### src/rtl/cpuPkg.sv
`default_nettype none

package cpuPkg;

    localparam int dataWidth = 16;   // Register and ALU width
    localparam int addrWidth = 16;
    localparam int byteWidth = 8;    // Memory port width

    ////////////////////////////////////////////////////////////
    // Opcodes and ALU functions
    ////////////////////////////////////////////////////////////

    typedef enum logic [5:0] {
        opBra   = 6'h00,
        opBne   = 6'h01,
        opInc   = 6'h05,
        opDec   = 6'h06,
        opAnd   = 6'h0C,
        opOrr   = 6'h0D,
        opXor   = 6'h0F,
        opMovh  = 6'h11,
        opLdr   = 6'h12,
        opStr   = 6'h13,
        opAdd   = 6'h15,
        opSub   = 6'h17,
        opLdrim = 6'h20
    } opcodeT;

    typedef enum logic [2:0] {
        aluPass,
        aluAdd,
        aluSub,
        aluAnd,
        aluOrr,
        aluXor,
        aluInc,
        aluDec
    } aluOpT;

    typedef logic [2:0] regSelT;   // 3 is AR, 4 to 7 are R1 to R4

    ////////////////////////////////////////////////////////////
    // Instruction formats
    ////////////////////////////////////////////////////////////

    typedef struct packed {
        opcodeT               opcode;
        logic [1:0]           rsel;
        logic [byteWidth-1:0] imm;     // Immediate or branch offset
    } instrAddrT;

    typedef struct packed {
        opcodeT opcode;
        logic   spare;                 // Bit 9
        regSelT dst;
        regSelT src1;
        regSelT src2;
    } instrRegT;

    typedef union packed {
        instrAddrT addr;
        instrRegT  regs;
    } instrT;

    typedef struct packed {
        logic                 valid;
        logic                 write;
        logic [addrWidth-1:0] address;
        logic [byteWidth-1:0] writeData;
    } memRequestT;

    typedef struct packed {
        logic                 enable;
        regSelT               sel;
        logic [dataWidth-1:0] data;
        logic                 highOnly;   // MOVH touches bits 15:8 only
    } regWriteT;

endpackage

`default_nettype wire

### src/rtl/aluUnit.sv
`default_nettype none

module aluUnit import cpuPkg::*; (
    input  wire logic                 Clock,
    input  wire logic                 Reset,
    input  wire aluOpT                aluOp,
    input  wire logic [dataWidth-1:0] operandA,
    input  wire logic [dataWidth-1:0] operandB,
    input  wire logic                 flagUpdate,
    output logic [dataWidth-1:0]      aluResult,
    output logic                      zero
);

    always_comb begin
        case (aluOp)
            aluPass: aluResult = operandA;
            aluAdd:  aluResult = operandA + operandB;
            aluSub:  aluResult = operandA - operandB;
            aluAnd:  aluResult = operandA & operandB;
            aluOrr:  aluResult = operandA | operandB;
            aluXor:  aluResult = operandA ^ operandB;
            aluInc:  aluResult = operandA + dataWidth'(1);
            aluDec:  aluResult = operandA - dataWidth'(1);
            default: aluResult = '0;
        endcase
    end

    // Only Z is kept, BNE is its one reader
    always_ff @(posedge Clock or negedge Reset) begin
        if (!Reset) begin
            zero <= 1'b0;
        end else if (flagUpdate) begin
            zero <= (aluResult == '0);
        end
    end

endmodule

`default_nettype wire

### src/rtl/cpuTop.sv
`default_nettype none

module cpuTop import cpuPkg::*; (
    input  wire logic                 Clock,
    input  wire logic                 Reset,
    output memRequestT                memBus,
    input  wire logic [byteWidth-1:0] memReadData
);

    ////////////////////////////////////////////////////////////
    // Memory port side
    ////////////////////////////////////////////////////////////

    memRequestT           fetchReq;
    memRequestT           lsuReq;
    logic                 fetchGrant;
    logic                 lsuGrant;
    logic                 instrValid;
    instrT                instr;
    logic                 instrTake;
    logic                 branchTaken;
    logic [byteWidth-1:0] branchOffset;

    ////////////////////////////////////////////////////////////
    // Data path side
    ////////////////////////////////////////////////////////////

    logic                 lsuStart;
    logic                 lsuWrite;
    logic [addrWidth-1:0] lsuAddress;
    logic [dataWidth-1:0] lsuStoreData;
    logic                 lsuDone;
    logic [dataWidth-1:0] lsuLoadData;
    regWriteT             regWrite;
    regSelT               readSelA;
    regSelT               readSelB;
    logic [dataWidth-1:0] readDataA;
    logic [dataWidth-1:0] readDataB;
    logic [dataWidth-1:0] arValue;
    aluOpT                aluOp;
    logic [dataWidth-1:0] operandA;
    logic [dataWidth-1:0] operandB;
    logic                 flagUpdate;
    logic [dataWidth-1:0] aluResult;
    logic                 zero;

    // Port names match the nets above one to one
    fetchUnit         uFetchUnit         (.*);
    memoryArbiter     uMemoryArbiter     (.*);
    loadStoreUnit     uLoadStoreUnit     (.*);
    registerFile      uRegisterFile      (.*);
    aluUnit           uAluUnit           (.*);
    executeController uExecuteController (.*);

endmodule

`default_nettype wire

### src/rtl/executeController.sv
`default_nettype none

module executeController import cpuPkg::*; (
    input  wire logic                 Clock,
    input  wire logic                 Reset,
    input  wire logic                 instrValid,
    input  wire instrT                instr,
    input  wire logic                 lsuDone,
    input  wire logic [dataWidth-1:0] lsuLoadData,
    input  wire logic [dataWidth-1:0] aluResult,
    input  wire logic                 zero,
    input  wire logic [dataWidth-1:0] readDataA,
    input  wire logic [dataWidth-1:0] readDataB,
    input  wire logic [dataWidth-1:0] arValue,
    output logic                      instrTake,
    output logic                      branchTaken,
    output logic [byteWidth-1:0]      branchOffset,
    output logic                      lsuStart,
    output logic                      lsuWrite,
    output logic [addrWidth-1:0]      lsuAddress,
    output logic [dataWidth-1:0]      lsuStoreData,
    output regWriteT                  regWrite,
    output regSelT                    readSelA,
    output regSelT                    readSelB,
    output aluOpT                     aluOp,
    output logic [dataWidth-1:0]      operandA,
    output logic [dataWidth-1:0]      operandB,
    output logic                      flagUpdate
);

    typedef enum logic {stIdle, stMemWait} execState;

    execState state;
    execState nextState;
    opcodeT   opcode;
    regSelT   rselCode;      // Rx of the address form
    regSelT   loadSel;       // Destination of the pending LDR
    logic     pendingLoad;

    assign opcode   = instr.addr.opcode;
    assign rselCode = {1'b1, instr.addr.rsel};

    assign operandA     = readDataA;
    assign operandB     = readDataB;
    assign lsuAddress   = arValue;
    assign lsuStoreData = readDataA;   // Latched by the LSU at start
    assign branchOffset = instr.addr.imm;

    ////////////////////////////////////////////////////////////
    // Decode and execute
    ////////////////////////////////////////////////////////////

    always_comb begin
        nextState         = state;
        instrTake         = 1'b0;
        branchTaken       = 1'b0;
        lsuStart          = 1'b0;
        lsuWrite          = 1'b0;
        readSelA          = instr.regs.src1;
        readSelB          = instr.regs.src2;
        aluOp             = aluPass;
        flagUpdate        = 1'b0;
        regWrite.enable   = 1'b0;
        regWrite.sel      = instr.regs.dst;
        regWrite.data     = aluResult;
        regWrite.highOnly = 1'b0;

        if (state == stMemWait) begin
            if (lsuDone) begin
                nextState       = stIdle;
                regWrite.enable = pendingLoad;   // STR writes no register
                regWrite.sel    = loadSel;
                regWrite.data   = lsuLoadData;
            end
        end else if (instrValid) begin
            instrTake = 1'b1;
            case (opcode)
                opAdd: aluOp = aluAdd;
                opSub: aluOp = aluSub;
                opAnd: aluOp = aluAnd;
                opOrr: aluOp = aluOrr;
                opXor: aluOp = aluXor;
                opInc: aluOp = aluInc;
                opDec: aluOp = aluDec;
                opLdrim: begin
                    regWrite.enable = 1'b1;
                    regWrite.sel    = rselCode;
                    regWrite.data   = dataWidth'(instr.addr.imm);
                end
                opMovh: begin
                    regWrite.enable   = 1'b1;
                    regWrite.sel      = rselCode;
                    regWrite.data     = {instr.addr.imm, {byteWidth{1'b0}}};
                    regWrite.highOnly = 1'b1;
                end
                opLdr, opStr: begin
                    readSelA  = rselCode;   // Store data from Rx
                    lsuStart  = 1'b1;
                    lsuWrite  = (opcode == opStr);
                    nextState = stMemWait;
                end
                opBra:   branchTaken = 1'b1;
                opBne:   branchTaken = !zero;
                default: ;   // Unknown opcodes retire as no-ops
            endcase
            if (aluOp != aluPass) begin
                flagUpdate      = 1'b1;
                regWrite.enable = 1'b1;
            end
        end
    end

    always_ff @(posedge Clock or negedge Reset) begin
        if (!Reset) begin
            state <= stIdle;
        end else begin
            state <= nextState;
        end
    end

    always_ff @(posedge Clock) begin
        if (lsuStart) begin
            loadSel     <= rselCode;
            pendingLoad <= !lsuWrite;
        end
    end

endmodule

`default_nettype wire

### src/rtl/fetchUnit.sv
`default_nettype none

module fetchUnit import cpuPkg::*; (
    input  wire logic                 Clock,
    input  wire logic                 Reset,
    input  wire logic                 fetchGrant,
    input  wire logic [byteWidth-1:0] memReadData,
    input  wire logic                 instrTake,
    input  wire logic                 branchTaken,
    input  wire logic [byteWidth-1:0] branchOffset,
    output memRequestT                fetchReq,
    output logic                      instrValid,
    output instrT                     instr
);

    logic [addrWidth-1:0] pc;
    logic [addrWidth-1:0] bufNextPc;   // Address after the buffered instruction
    logic [addrWidth-1:0] offsetExt;
    logic [byteWidth-1:0] lowByte;
    logic                 highPhase;   // Low byte held, high byte next
    logic                 bufValid;
    logic                 fetchOn;
    instrT                bufInstr;

    assign offsetExt = {{(addrWidth-byteWidth){branchOffset[byteWidth-1]}}, branchOffset};

    // Request held steady until granted or the buffer fills
    assign fetchReq.valid     = fetchOn && !bufValid;
    assign fetchReq.write     = 1'b0;
    assign fetchReq.address   = pc + addrWidth'(highPhase);
    assign fetchReq.writeData = '0;

    assign instrValid = bufValid;
    assign instr      = bufInstr;

    always_ff @(posedge Clock or negedge Reset) begin
        if (!Reset) begin
            pc        <= '0;
            highPhase <= 1'b0;
            bufValid  <= 1'b0;
            fetchOn   <= 1'b0;
        end else begin
            fetchOn <= 1'b1;   // Bus stays idle in the reset cycle
            if (branchTaken) begin
                pc        <= bufNextPc + offsetExt;   // Drops any half fetch
                highPhase <= 1'b0;
                bufValid  <= 1'b0;
            end else begin
                if (instrTake) begin
                    bufValid <= 1'b0;
                end
                if (fetchGrant) begin
                    highPhase <= !highPhase;
                    if (highPhase) begin
                        pc       <= pc + addrWidth'(2);
                        bufValid <= 1'b1;
                    end
                end
            end
        end
    end

    always_ff @(posedge Clock) begin
        if (fetchGrant && !highPhase) begin
            lowByte <= memReadData;
        end
        if (fetchGrant && highPhase) begin
            bufInstr  <= instrT'({memReadData, lowByte});   // Little endian pair
            bufNextPc <= pc + addrWidth'(2);
        end
    end

    takeNeedsValid: assert property (@(posedge Clock) disable iff (!Reset)
        instrTake |-> instrValid)
        else $error("instrTake with an empty instruction buffer");

endmodule

`default_nettype wire

### src/rtl/loadStoreUnit.sv
`default_nettype none

module loadStoreUnit import cpuPkg::*; (
    input  wire logic                 Clock,
    input  wire logic                 Reset,
    input  wire logic                 lsuStart,
    input  wire logic                 lsuWrite,
    input  wire logic [addrWidth-1:0] lsuAddress,
    input  wire logic [dataWidth-1:0] lsuStoreData,
    input  wire logic                 lsuGrant,
    input  wire logic [byteWidth-1:0] memReadData,
    output memRequestT                lsuReq,
    output logic                      lsuDone,
    output logic [dataWidth-1:0]      lsuLoadData
);

    logic                 busy;
    logic                 highPhase;   // Second byte at address+1
    logic                 writeOp;
    logic [addrWidth-1:0] baseAddr;
    logic [dataWidth-1:0] storeData;
    logic [byteWidth-1:0] lowByte;

    assign lsuReq.valid     = busy;
    assign lsuReq.write     = busy && writeOp;
    assign lsuReq.address   = baseAddr + addrWidth'(highPhase);
    assign lsuReq.writeData = highPhase ? storeData[dataWidth-1:byteWidth]
                                        : storeData[byteWidth-1:0];

    assign lsuDone     = busy && highPhase && lsuGrant;   // Second granted byte
    assign lsuLoadData = {memReadData, lowByte};

    always_ff @(posedge Clock or negedge Reset) begin
        if (!Reset) begin
            busy      <= 1'b0;
            highPhase <= 1'b0;
        end else if (lsuStart) begin
            busy      <= 1'b1;
            highPhase <= 1'b0;
        end else if (lsuGrant) begin
            highPhase <= !highPhase;
            if (highPhase) begin
                busy <= 1'b0;
            end
        end
    end

    always_ff @(posedge Clock) begin
        if (lsuStart) begin
            writeOp   <= lsuWrite;
            baseAddr  <= lsuAddress;
            storeData <= lsuStoreData;
        end
        if (lsuGrant && !highPhase) begin
            lowByte <= memReadData;
        end
    end

    startWhenIdle: assert property (@(posedge Clock) disable iff (!Reset)
        lsuStart |-> !busy)
        else $error("lsuStart while a transfer is in flight");

endmodule

`default_nettype wire

### src/rtl/memoryArbiter.sv
`default_nettype none

module memoryArbiter import cpuPkg::*; (
    input  wire logic       Clock,
    input  wire logic       Reset,
    input  wire memRequestT fetchReq,
    input  wire memRequestT lsuReq,
    output memRequestT      memBus,
    output logic            fetchGrant,
    output logic            lsuGrant
);

    // Data accesses always win and prefetch takes the idle cycles
    assign lsuGrant   = lsuReq.valid;
    assign fetchGrant = fetchReq.valid && !lsuReq.valid;
    assign memBus     = lsuReq.valid ? lsuReq : fetchReq;

    ////////////////////////////////////////////////////////////
    // Port checks
    ////////////////////////////////////////////////////////////

    // Fetch side is read only
    writeFromLsu: assert property (@(posedge Clock) disable iff (!Reset)
        memBus.valid && memBus.write |-> lsuGrant)
        else $error("Write reached the memory port without a load/store grant");

    // A stalled fetch keeps its address until the port frees up
    fetchHeld: assert property (@(posedge Clock) disable iff (!Reset)
        fetchReq.valid && !fetchGrant |=> fetchReq.valid && $stable(fetchReq.address))
        else $error("Fetch request changed while waiting for grant");

endmodule

`default_nettype wire

### src/rtl/registerFile.sv
`default_nettype none

module registerFile import cpuPkg::*; (
    input  wire logic            Clock,
    input  wire logic            Reset,
    input  wire regWriteT        regWrite,
    input  wire regSelT          readSelA,
    input  wire regSelT          readSelB,
    output logic [dataWidth-1:0] readDataA,
    output logic [dataWidth-1:0] readDataB,
    output logic [dataWidth-1:0] arValue
);

    logic [dataWidth-1:0] gpr [4];   // R1 to R4
    logic [dataWidth-1:0] ar;
    logic [dataWidth-1:0] oldValue;
    logic [dataWidth-1:0] newValue;

    // Codes below 4 read as zero
    assign readDataA = readSelA[2] ? gpr[readSelA[1:0]] : '0;
    assign readDataB = readSelB[2] ? gpr[readSelB[1:0]] : '0;
    assign arValue   = ar;

    assign oldValue = regWrite.sel[2] ? gpr[regWrite.sel[1:0]] : ar;
    assign newValue = regWrite.highOnly
                    ? {regWrite.data[dataWidth-1:byteWidth], oldValue[byteWidth-1:0]}
                    : regWrite.data;

    always_ff @(posedge Clock or negedge Reset) begin
        if (!Reset) begin
            for (int i = 0; i < 4; i++) begin
                gpr[i] <= '0;
            end
            ar <= '0;
        end else if (regWrite.enable) begin
            if (regWrite.sel[2]) begin
                gpr[regWrite.sel[1:0]] <= newValue;
            end else if (regWrite.sel == 3'd3) begin
                ar <= newValue;
            end   // PC and SP codes write nothing
        end
    end

endmodule

`default_nettype wire

### config.mk
export PLATFORM = sky130hd
export DESIGN_NAME = cpuTop
export DESIGN_NICKNAME = d
export VERILOG_FILES = /design/src/rtl/cpuPkg.sv /design/src/rtl/aluUnit.sv /design/src/rtl/cpuTop.sv /design/src/rtl/executeController.sv /design/src/rtl/fetchUnit.sv /design/src/rtl/loadStoreUnit.sv /design/src/rtl/memoryArbiter.sv /design/src/rtl/registerFile.sv
export SDC_FILE = /design/constraint.sdc
export NUM_CORES = 1
export LEC_CHECK = 0
export ABC_AREA = 1
export BUFFER_PORTS_ARGS = -buffer_cell sky130_fd_sc_hd__buf_2
export CORE_MARGIN = 4
export CORE_UTILIZATION = 58
export DETAILED_ROUTE_END_ITERATION = 7
export MAX_ROUTING_LAYER = met4
export PLACE_DENSITY = 0.89
export SYNTH_ARGS = -nofsm -noshare
export SYNTH_HDL_FRONTEND = slang
export SYNTH_SLANG_ARGS = --single-unit
### constraint.sdc
create_clock -name Clock -period 4.15 [get_ports Clock]
set_input_delay 0.2075 -clock Clock [delete_from_list [all_inputs] [get_ports Clock]]
set_output_delay 0.2075 -clock Clock [all_outputs]
set_load 0.01 [all_outputs]
==> Yosys cells after proc, flatten, opt, wreduce, memory -nomap -nowiden <==
Cells that the tools add are included.
{ "classes": {"addsub": 8, "order_cmp": 4, "eq_ne": 20, "n_mux": 64, "bitwise": 7, "reduce_logical": 26} }
{ "op_table": {"columns": ["cell", "n"], "rows": [
  ["$mux 16", 10],
  ["$pmux 16 s8", 1],
  ["$bmux 16 s2", 3],
  ["$bwmux 64", 1],
  ["$mux 20", 2],
  ["$mux 8", 5],
  ["$pmux 20 s2", 1],
  ["$add 16x1->16", 2],
  ["$add 16x16->16", 2],
  ["$demux 16 s2", 1],
  ["$eq 6x5->1 const B", 5],
  ["$mux 1", 29],
  ["$mux 26", 1],
  ["$mux 21", 1],
  ["$mux 3", 7],
  ["$pmux 3 s7", 1],
  ["$eq 6x4->1 const B", 3],
  ["$add 16x1->16 const B", 1],
  ["$add 16x2->16 const B", 1],
  ["$and 16x16->16", 1],
  ["$logic_not 16->1", 1],
  ["$or 16x16->16", 1],
  ["$sub 16x1->16 const B", 1],
  ["$sub 16x16->16", 1],
  ["21 further kinds", 47]
]} }
{ "totals": {"register_bits": 187, "output_inout_bits": 26, "elab_cells": 151} }

==> Longest topological paths before layout <==
{ "logic_depth": {"depth_word": 23, "ltp_mapped": 35, "mapped_depth_nobuf": 33} }

==> Cells and area by module <==
A second synthesis with hierarchy kept.
{ "unflattened": {"hier_cells": 2087, "hier_area_um2": 14526.4} }
{ "by_module_without_submodules": {"columns": ["module", "n_inst", "cells_each", "area_each_um2", "seq_area_each_um2"], "rows": [
  ["registerFile", 1, 652, 4550.6, 2001.9],
  ["fetchUnit", 1, 439, 3560.9, 1676.6],
  ["aluUnit", 1, 493, 2643.8, 25.0],
  ["loadStoreUnit", 1, 162, 1906.8, 1281.2],
  ["executeController", 1, 256, 1483.9, 115.1],
  ["memoryArbiter", 1, 85, 380.4, 0.0]
]} }

==> Worst setup path after synthesis <==
Ideal clock, no wire load.
{ "synth_timing": {"kind": "reg2reg", "startpoint": "register uFetchUnit.bufInstr, in the netlist uFetchUnit.instr[15]", "endpoint": "register uRegisterFile.gpr[11] (netlist name)", "t_arrival_ns": 4.207, "path_slack_ns": -0.178, "path_stages_with_launch": 29, "period_less_slack_ns": 4.328, "cell_sequence": "edfxtp_1 -> inv_2 -> nand2_1 -> nor2_4 -> nand3_4 -> inv_1 -> nor2_1 -> inv_1 -> buf_2 -> nand3_1 -> inv_1 -> ha_1 -> nand3_1 -> nand3_1 -> a21oi_1 -> o21ai_0 -> nand2_1 -> nand2_1 -> nand2_1 -> nand2_1 -> or2_2 -> nand3_1 -> nand3_1 -> nand2_1 -> o21ai_0 -> nand2_1 -> nand3_2 -> nand2_1 -> o21ai_1"} }
{ "synth_between": {"elab_chain_len": 16, "word_cells_on_any_way": 55, "cone_classes": "add/sub (4); order compare (2); eq/ne (18); mux (21); bitwise (5); reduce/logical (5)"} }
{ "synth_rtl": {"columns": ["element", "line", "rtl"], "rows": [
  ["start, declared", "fetchUnit.sv:23", "instrT bufInstr;"],
  ["start signal, assigned", "fetchUnit.sv:68", "bufInstr <= instrT'({memReadData, lowByte});"],
  ["$eq 6x5->1", "executeController.sv:77", "case (opcode)"],
  ["$reduce_or 2->1 (*)", "executeController.sv:77", null],
  ["$mux 3 (*)", "executeController.sv:77", null],
  ["$mux 3 (*)", "executeController.sv:75", "end else if (instrValid) begin"],
  ["$mux 3 (*)", "executeController.sv:68", "if (state == stMemWait) begin"],
  ["$not 2->3 (implied by the code)", "registerFile.sv:20", "assign readDataA = readSelA[2] ? gpr[readSelA[1:0]] : '0;"],
  ["$bmux 16 s2", "registerFile.sv:20", null],
  ["$mux 16 (implied by the code) (2 in series)", "registerFile.sv:20", null],
  ["$mux 16 (*)", "registerFile.sv:20", null],
  ["named net lsuStoreData[1]", "cpuTop.sv:31", "logic [dataWidth-1:0] lsuStoreData;"],
  ["$sub 16x1->16, or another cell as far along", "aluUnit.sv:23", "aluDec: aluResult = operandA - dataWidth'(1);"],
  ["$pmux 16 s8 (*)", "aluUnit.sv:15", "case (aluOp)"],
  ["$pmux 20 s2", "executeController.sv:77", null],
  ["$mux 21", "executeController.sv:75", null],
  ["$mux 20 (*)", "executeController.sv:68", null],
  ["$bwmux 64 (*)", "registerFile.sv:37", "gpr[regWrite.sel[1:0]] <= newValue;"],
  ["end signal, assigned by index", "registerFile.sv:37", null],
  ["end, declared", "registerFile.sv:14", "logic [dataWidth-1:0] gpr [4];"]
]} }
The timed path passes the listed nets; every way through them passes the cells marked *. The select of a mux whose other input is x is not followed.
A chain may end at the register's enable or synchronous reset.

==> Final worst setup path <==
{ "layout_timing": {"startpoint": "register uFetchUnit.bufInstr, in the netlist uFetchUnit.instr[11]", "endpoint": "register uAluUnit.zero"} }
{ "layout_between": {"elab_chain_len": 13, "word_cells_on_any_way": 44, "cone_classes": "add/sub (4); eq/ne (16); mux (16); bitwise (4); reduce/logical (4)"} }
{ "layout_rtl": {"columns": ["element", "line", "rtl"], "rows": [
  ["$eq 6x5->1", "executeController.sv:77", null],
  ["$reduce_or 2->1", "executeController.sv:77", null],
  ["$mux 3", "executeController.sv:77", null],
  ["$mux 3", "executeController.sv:75", null],
  ["$mux 3", "executeController.sv:68", null],
  ["$not 2->3 (implied by the code)", "registerFile.sv:20", null],
  ["$bmux 16 s2", "registerFile.sv:20", null],
  ["$mux 16 (implied by the code) (2 in series)", "registerFile.sv:20", null],
  ["$mux 16", "registerFile.sv:20", null],
  ["$sub 16x1->16, or another cell as far along", "aluUnit.sv:23", null],
  ["$pmux 16 s8", "aluUnit.sv:15", null],
  ["$logic_not 16->1", "aluUnit.sv:33", "zero <= (aluResult == '0);"],
  ["end signal, assigned", "aluUnit.sv:33", null],
  ["end, declared", "aluUnit.sv:11", "output logic zero"]
]} }
Several ways; a longest one is shown, not always the timed one. The select of a mux whose other input is x is not followed.

==> results.py <==
metrics = {
    "timing": {
        "worst_slew_pin_slew_ns": 0.985,
        "grt_setup_unrepaired": "yes",
        "fin_hold_ws_ns": 0.00506,
        "maxSlewHeadroom": 0.343,
        "hold_viol_final": 0,
        "finalClockSkew_ns": 0.0370,
        "max_freq_mhz": 222,
        "fin_ws_ns": -0.350,
        "finalSetupTns_ns": -6.10,
        "slew_viol_final": 0,
        "setup_viol": 52,
        "period_share": 1.08,
        "period_needed_ns": 4.50,
    },
    "detailed_routing": {
        "drt_iter0_markers": 2065,
        "vias": 13900,
        "avgRoutedWirePerCell_um": 20.8,
        "drt-total-wl_um": 45500,
        "via_per_inst": 6.34,
        "drc": 0,
        "ant_nets": 0,
        "drt-pass1-iter-count": 6,
    },
    "die": {
        "dieArea_um2": 24900,
        "fp-row-count": 54,
        "initial_utilization": 0.593,
        "die_w_um": 158,
        "chipHeight_um": 158,
        "io_pins": 36,
        "coreArea_um2": 22000,
    },
    "placement": {
        "routabilityCongestion": 1.04,
        "hpwl_um": 31400,
        "io_buffers": 35,
    },
    "power_and_ir_drop": {
        "switching_share": 0.467,
        "p_int_mw": 6.08,
        "combPwrFrac": 0.601,
        "p_clk_frac": 0.150,
        "leakage_nw": 7.62,
        "p_per_area_nw_per_um2": 708,
        "p_switching_mw": 5.34,
        "p_seq_frac": 0.249,
        "ir_drop_v": 0.000305,
    },
    "global_route": {
        "grt_pass1_vias": 12900,
        "grtUsageTotal": 0.354,
        "grt_pass1_wl_um": 66900,
        "grt_max_degree": 73,
        "grt_overflow_total": 0,
        "grt_antenna_before_repair": 3,
    },
    "yosys": {
        "synthSimpleGateAreaFrac": 0.275,
        "synth_mux_area_frac": 0,
        "seq_area_frac_synth": 0.392,
        "ys_ff_latch": 187,
        "async_flop_share": 0.551,
        "yosys_warnings": 0,
        "synth_compound_area_frac": 0.150,
        "synth_nets": 1786,
        "syn_avg_cell_area_um2": 7.64,
        "syn_area_um2": 13000,
        "synth_top_family_by_area": "simple AND/OR/NAND/NOR gates",
        "ys_types": 60,
        "synthCells": 1705,
        "synth_top_flop_cell": "dfrtp_1",
        "synth_xor_area_frac": 0.0269,
        "synth_fa_ha_area_frac": 0.0694,
        "synth_edf_count": 84,
    },
    "min_path": {
        "hp-class": "in2reg",
        "min_from": "memReadData[0]",
    },
    "clocking": {
        "clkLatencyLatePin_ns": 0.49,
        "cts-root-buf": "clkbuf_16",
        "ctsHtreeMaxLevel": 4,
        "cts_num_sinks": 187,
        "tritoncts": "yes",
        "path_clk_slew_ns": 0.11,
        "cts_inserted_buffers": 17,
        "clockBufferDepth": 2,
    },
    "flow_run": {
        "cap_violations": 0,
    },
    "setup_path": {
        "worstSetupEndpoint": "uAluUnit.zero",
        "rr_startpoint": "uFetchUnit.instr[11]",
        "required_ns": 4.57,
        "worstSetupPathType": "reg2reg",
        "r2r_slack_ns": -0.35,
        "crit_path_start": "uFetchUnit.instr[11]",
        "cp-end-kind": "flip-flop",
        "crit_fanout": 8,
        "crit_top_cell": "nand2_2",
        "rr_worst_depth": 32,
        "startpoint_type": "flip-flop",
        "worstPathArrival_ns": 4.92,
        "r2r_end": "uAluUnit.zero",
        "crit_slowest_cell": "edfxtp_1",
        "max_stage_delay_ns": 0.52,
    },
    "cells_and_area": {
        "drive_above_1_share": 0.258,
        "utilization": 0.735,
        "synthToLayoutAreaGrowth_pct": 24.0,
        "fill_cells": 1504,
        "layout.nets": 1974,
        "final_cell_mix": "nand2_1 (501), buf_4 (171), inv_1 (164)",
        "final_common_cell": "nand2_1",
    },
    "run_status": {
        "violations": "setup timing",
        "status": "finished with violations",
    },
}
-- Yosys cell counts, types with 5 or more instances --
cell / count / share of area
nor2_4: 6 / 0.0052
buf_4: 11 / 0.0063
nor3_1: 14 / 0.0054
a22o_1: 9 / 0.0061
nand3_1: 116 / 0.045
ha_1: 69 / 0.066
inv_1: 177 / 0.051
o21ai_2: 6 / 0.0040
dfrtp_1: 103 / 0.20
nand2_4: 5 / 0.0043
nor2_2: 9 / 0.0043
o21ai_0: 94 / 0.036
xor2_1: 29 / 0.020
buf_6: 10 / 0.0086
nand4_1: 21 / 0.010
edfxtp_1: 84 / 0.19
o211ai_2: 9 / 0.0086
xnor2_1: 11 / 0.0074
or2_2: 8 / 0.0038
nand3_2: 6 / 0.0046
a21oi_1: 59 / 0.023
nor2_1: 81 / 0.023
inv_2: 25 / 0.0072
clkbuf_1: 16 / 0.0046
o22ai_1: 26 / 0.012
o211ai_1: 30 / 0.017
nor4_1: 6 / 0.0029
buf_2: 19 / 0.0073
nand2_1: 539 / 0.16
o21ai_1: 45 / 0.017
nand2_2: 9 / 0.0043
-- power by group through the flow --
stage	Clock (mW)	Sequential [mW]	Combinational [mW]
finish	1.72	2.85	6.86
floorplan	0	2.72	3.52
global route	1.78	2.89	7.36
detailed placement	0	2.85	5.51
CTS	1.68	2.81	5.71
global placement	0	2.83	5.34
-- how the worst min path moves through the flow --
stage	to	slack, ns	cells past startpoint
4_1_cts	uLoadStoreUnit.lowByte[0]	0.006	1
6_report	uLoadStoreUnit.lowByte[0]	0.005	1
5_1_grt	uFetchUnit.instr[15]	-0.01	1
3_5_place_dp	uRegisterFile.gpr[26]	0.41	1
3_3_place_gp	uRegisterFile.gpr[42]	0.40	1
2_1_floorplan	uAluUnit.zero	-0.09	0
-- timing repair --
action / CTS / global route
endpoints found under the setup margin: 50 / 61
pin swaps: 8 / 75
gates resized for setup: 21 / 181
endpoints found under the hold margin: 71 / 0
cloned: 0 / 2
setup buffers: 10 / 32
hold buffers: 1 / 0
-- metrics by stage --
stage / power [mW] / instance area [µm²] / std cells / worst slack, ns
2_1_floorplan: 6.24 / 13000 / 1705 / 0.0919
3_3_place_gp: 8.17 / 14400 / 2110 / -0.143
3_5_place_dp: 8.36 / 14400 / 2110 / -0.234
4_1_cts: 10.2 / 15200 / 2153 / 0.00639
5_1_grt: 12.0 / 16100 / 2190 / -0.402
6_report: 11.4 / 16100 / 2191 / -0.350
-- area by class of cell --
type / instances / area (µm²) / area share
Sequential cell: 187 / 5100 / 0.316
Clock inverter: 14 / 173 / 0.0107
Tap cell: 280 / 350 / 0.0217
Clock buffer: 18 / 429 / 0.0266
Inverter: 204 / 783 / 0.0485
Antenna cell: 5 / 12.5 / 0.000775
Timing Repair Buffer: 227 / 1800 / 0.111
Multi-Input combinational cell: 1256 / 7500 / 0.464
-- critical path: cells and delay by family (launching register included) --
family	cells	cell delay, ns
compound gates	7	0.83
fa+ha+maj	1	0.25
buf+inv	7	0.84
flops	1	0.52
simple gates	17	1.98
-- cells by family after synthesis --
kind of cell / after synthesis
fa+ha+maj: 71
buf+inv: 262
other cells: 1
compound gates: 317
xor+xnor: 40
flops: 187
simple gates: 827
-- state kept, by name, indices dropped and copies added (netlist names), 2 cells and up --
register / count
uLoadStoreUnit.baseAddr: 16
uRegisterFile.gpr: 64
uFetchUnit.lowByte: 8
uFetchUnit.pc: 16
uLoadStoreUnit.lowByte: 8
uExecuteController.loadSel: 2
uFetchUnit.instr: 16
uRegisterFile.arValue: 16
uLoadStoreUnit.storeData: 16
uFetchUnit.bufNextPc: 16
-- metal layers --
metal  track usage  vias up  wire length (µm)
li1              -     6085                 -
met1         0.448     6454             16800
met2         0.532     1095             20300
met3        0.0880      260              5840
met4         0.175        0              2600
met5             -        -                 0
No activity file was read; power rests on OpenSTA's default activity.
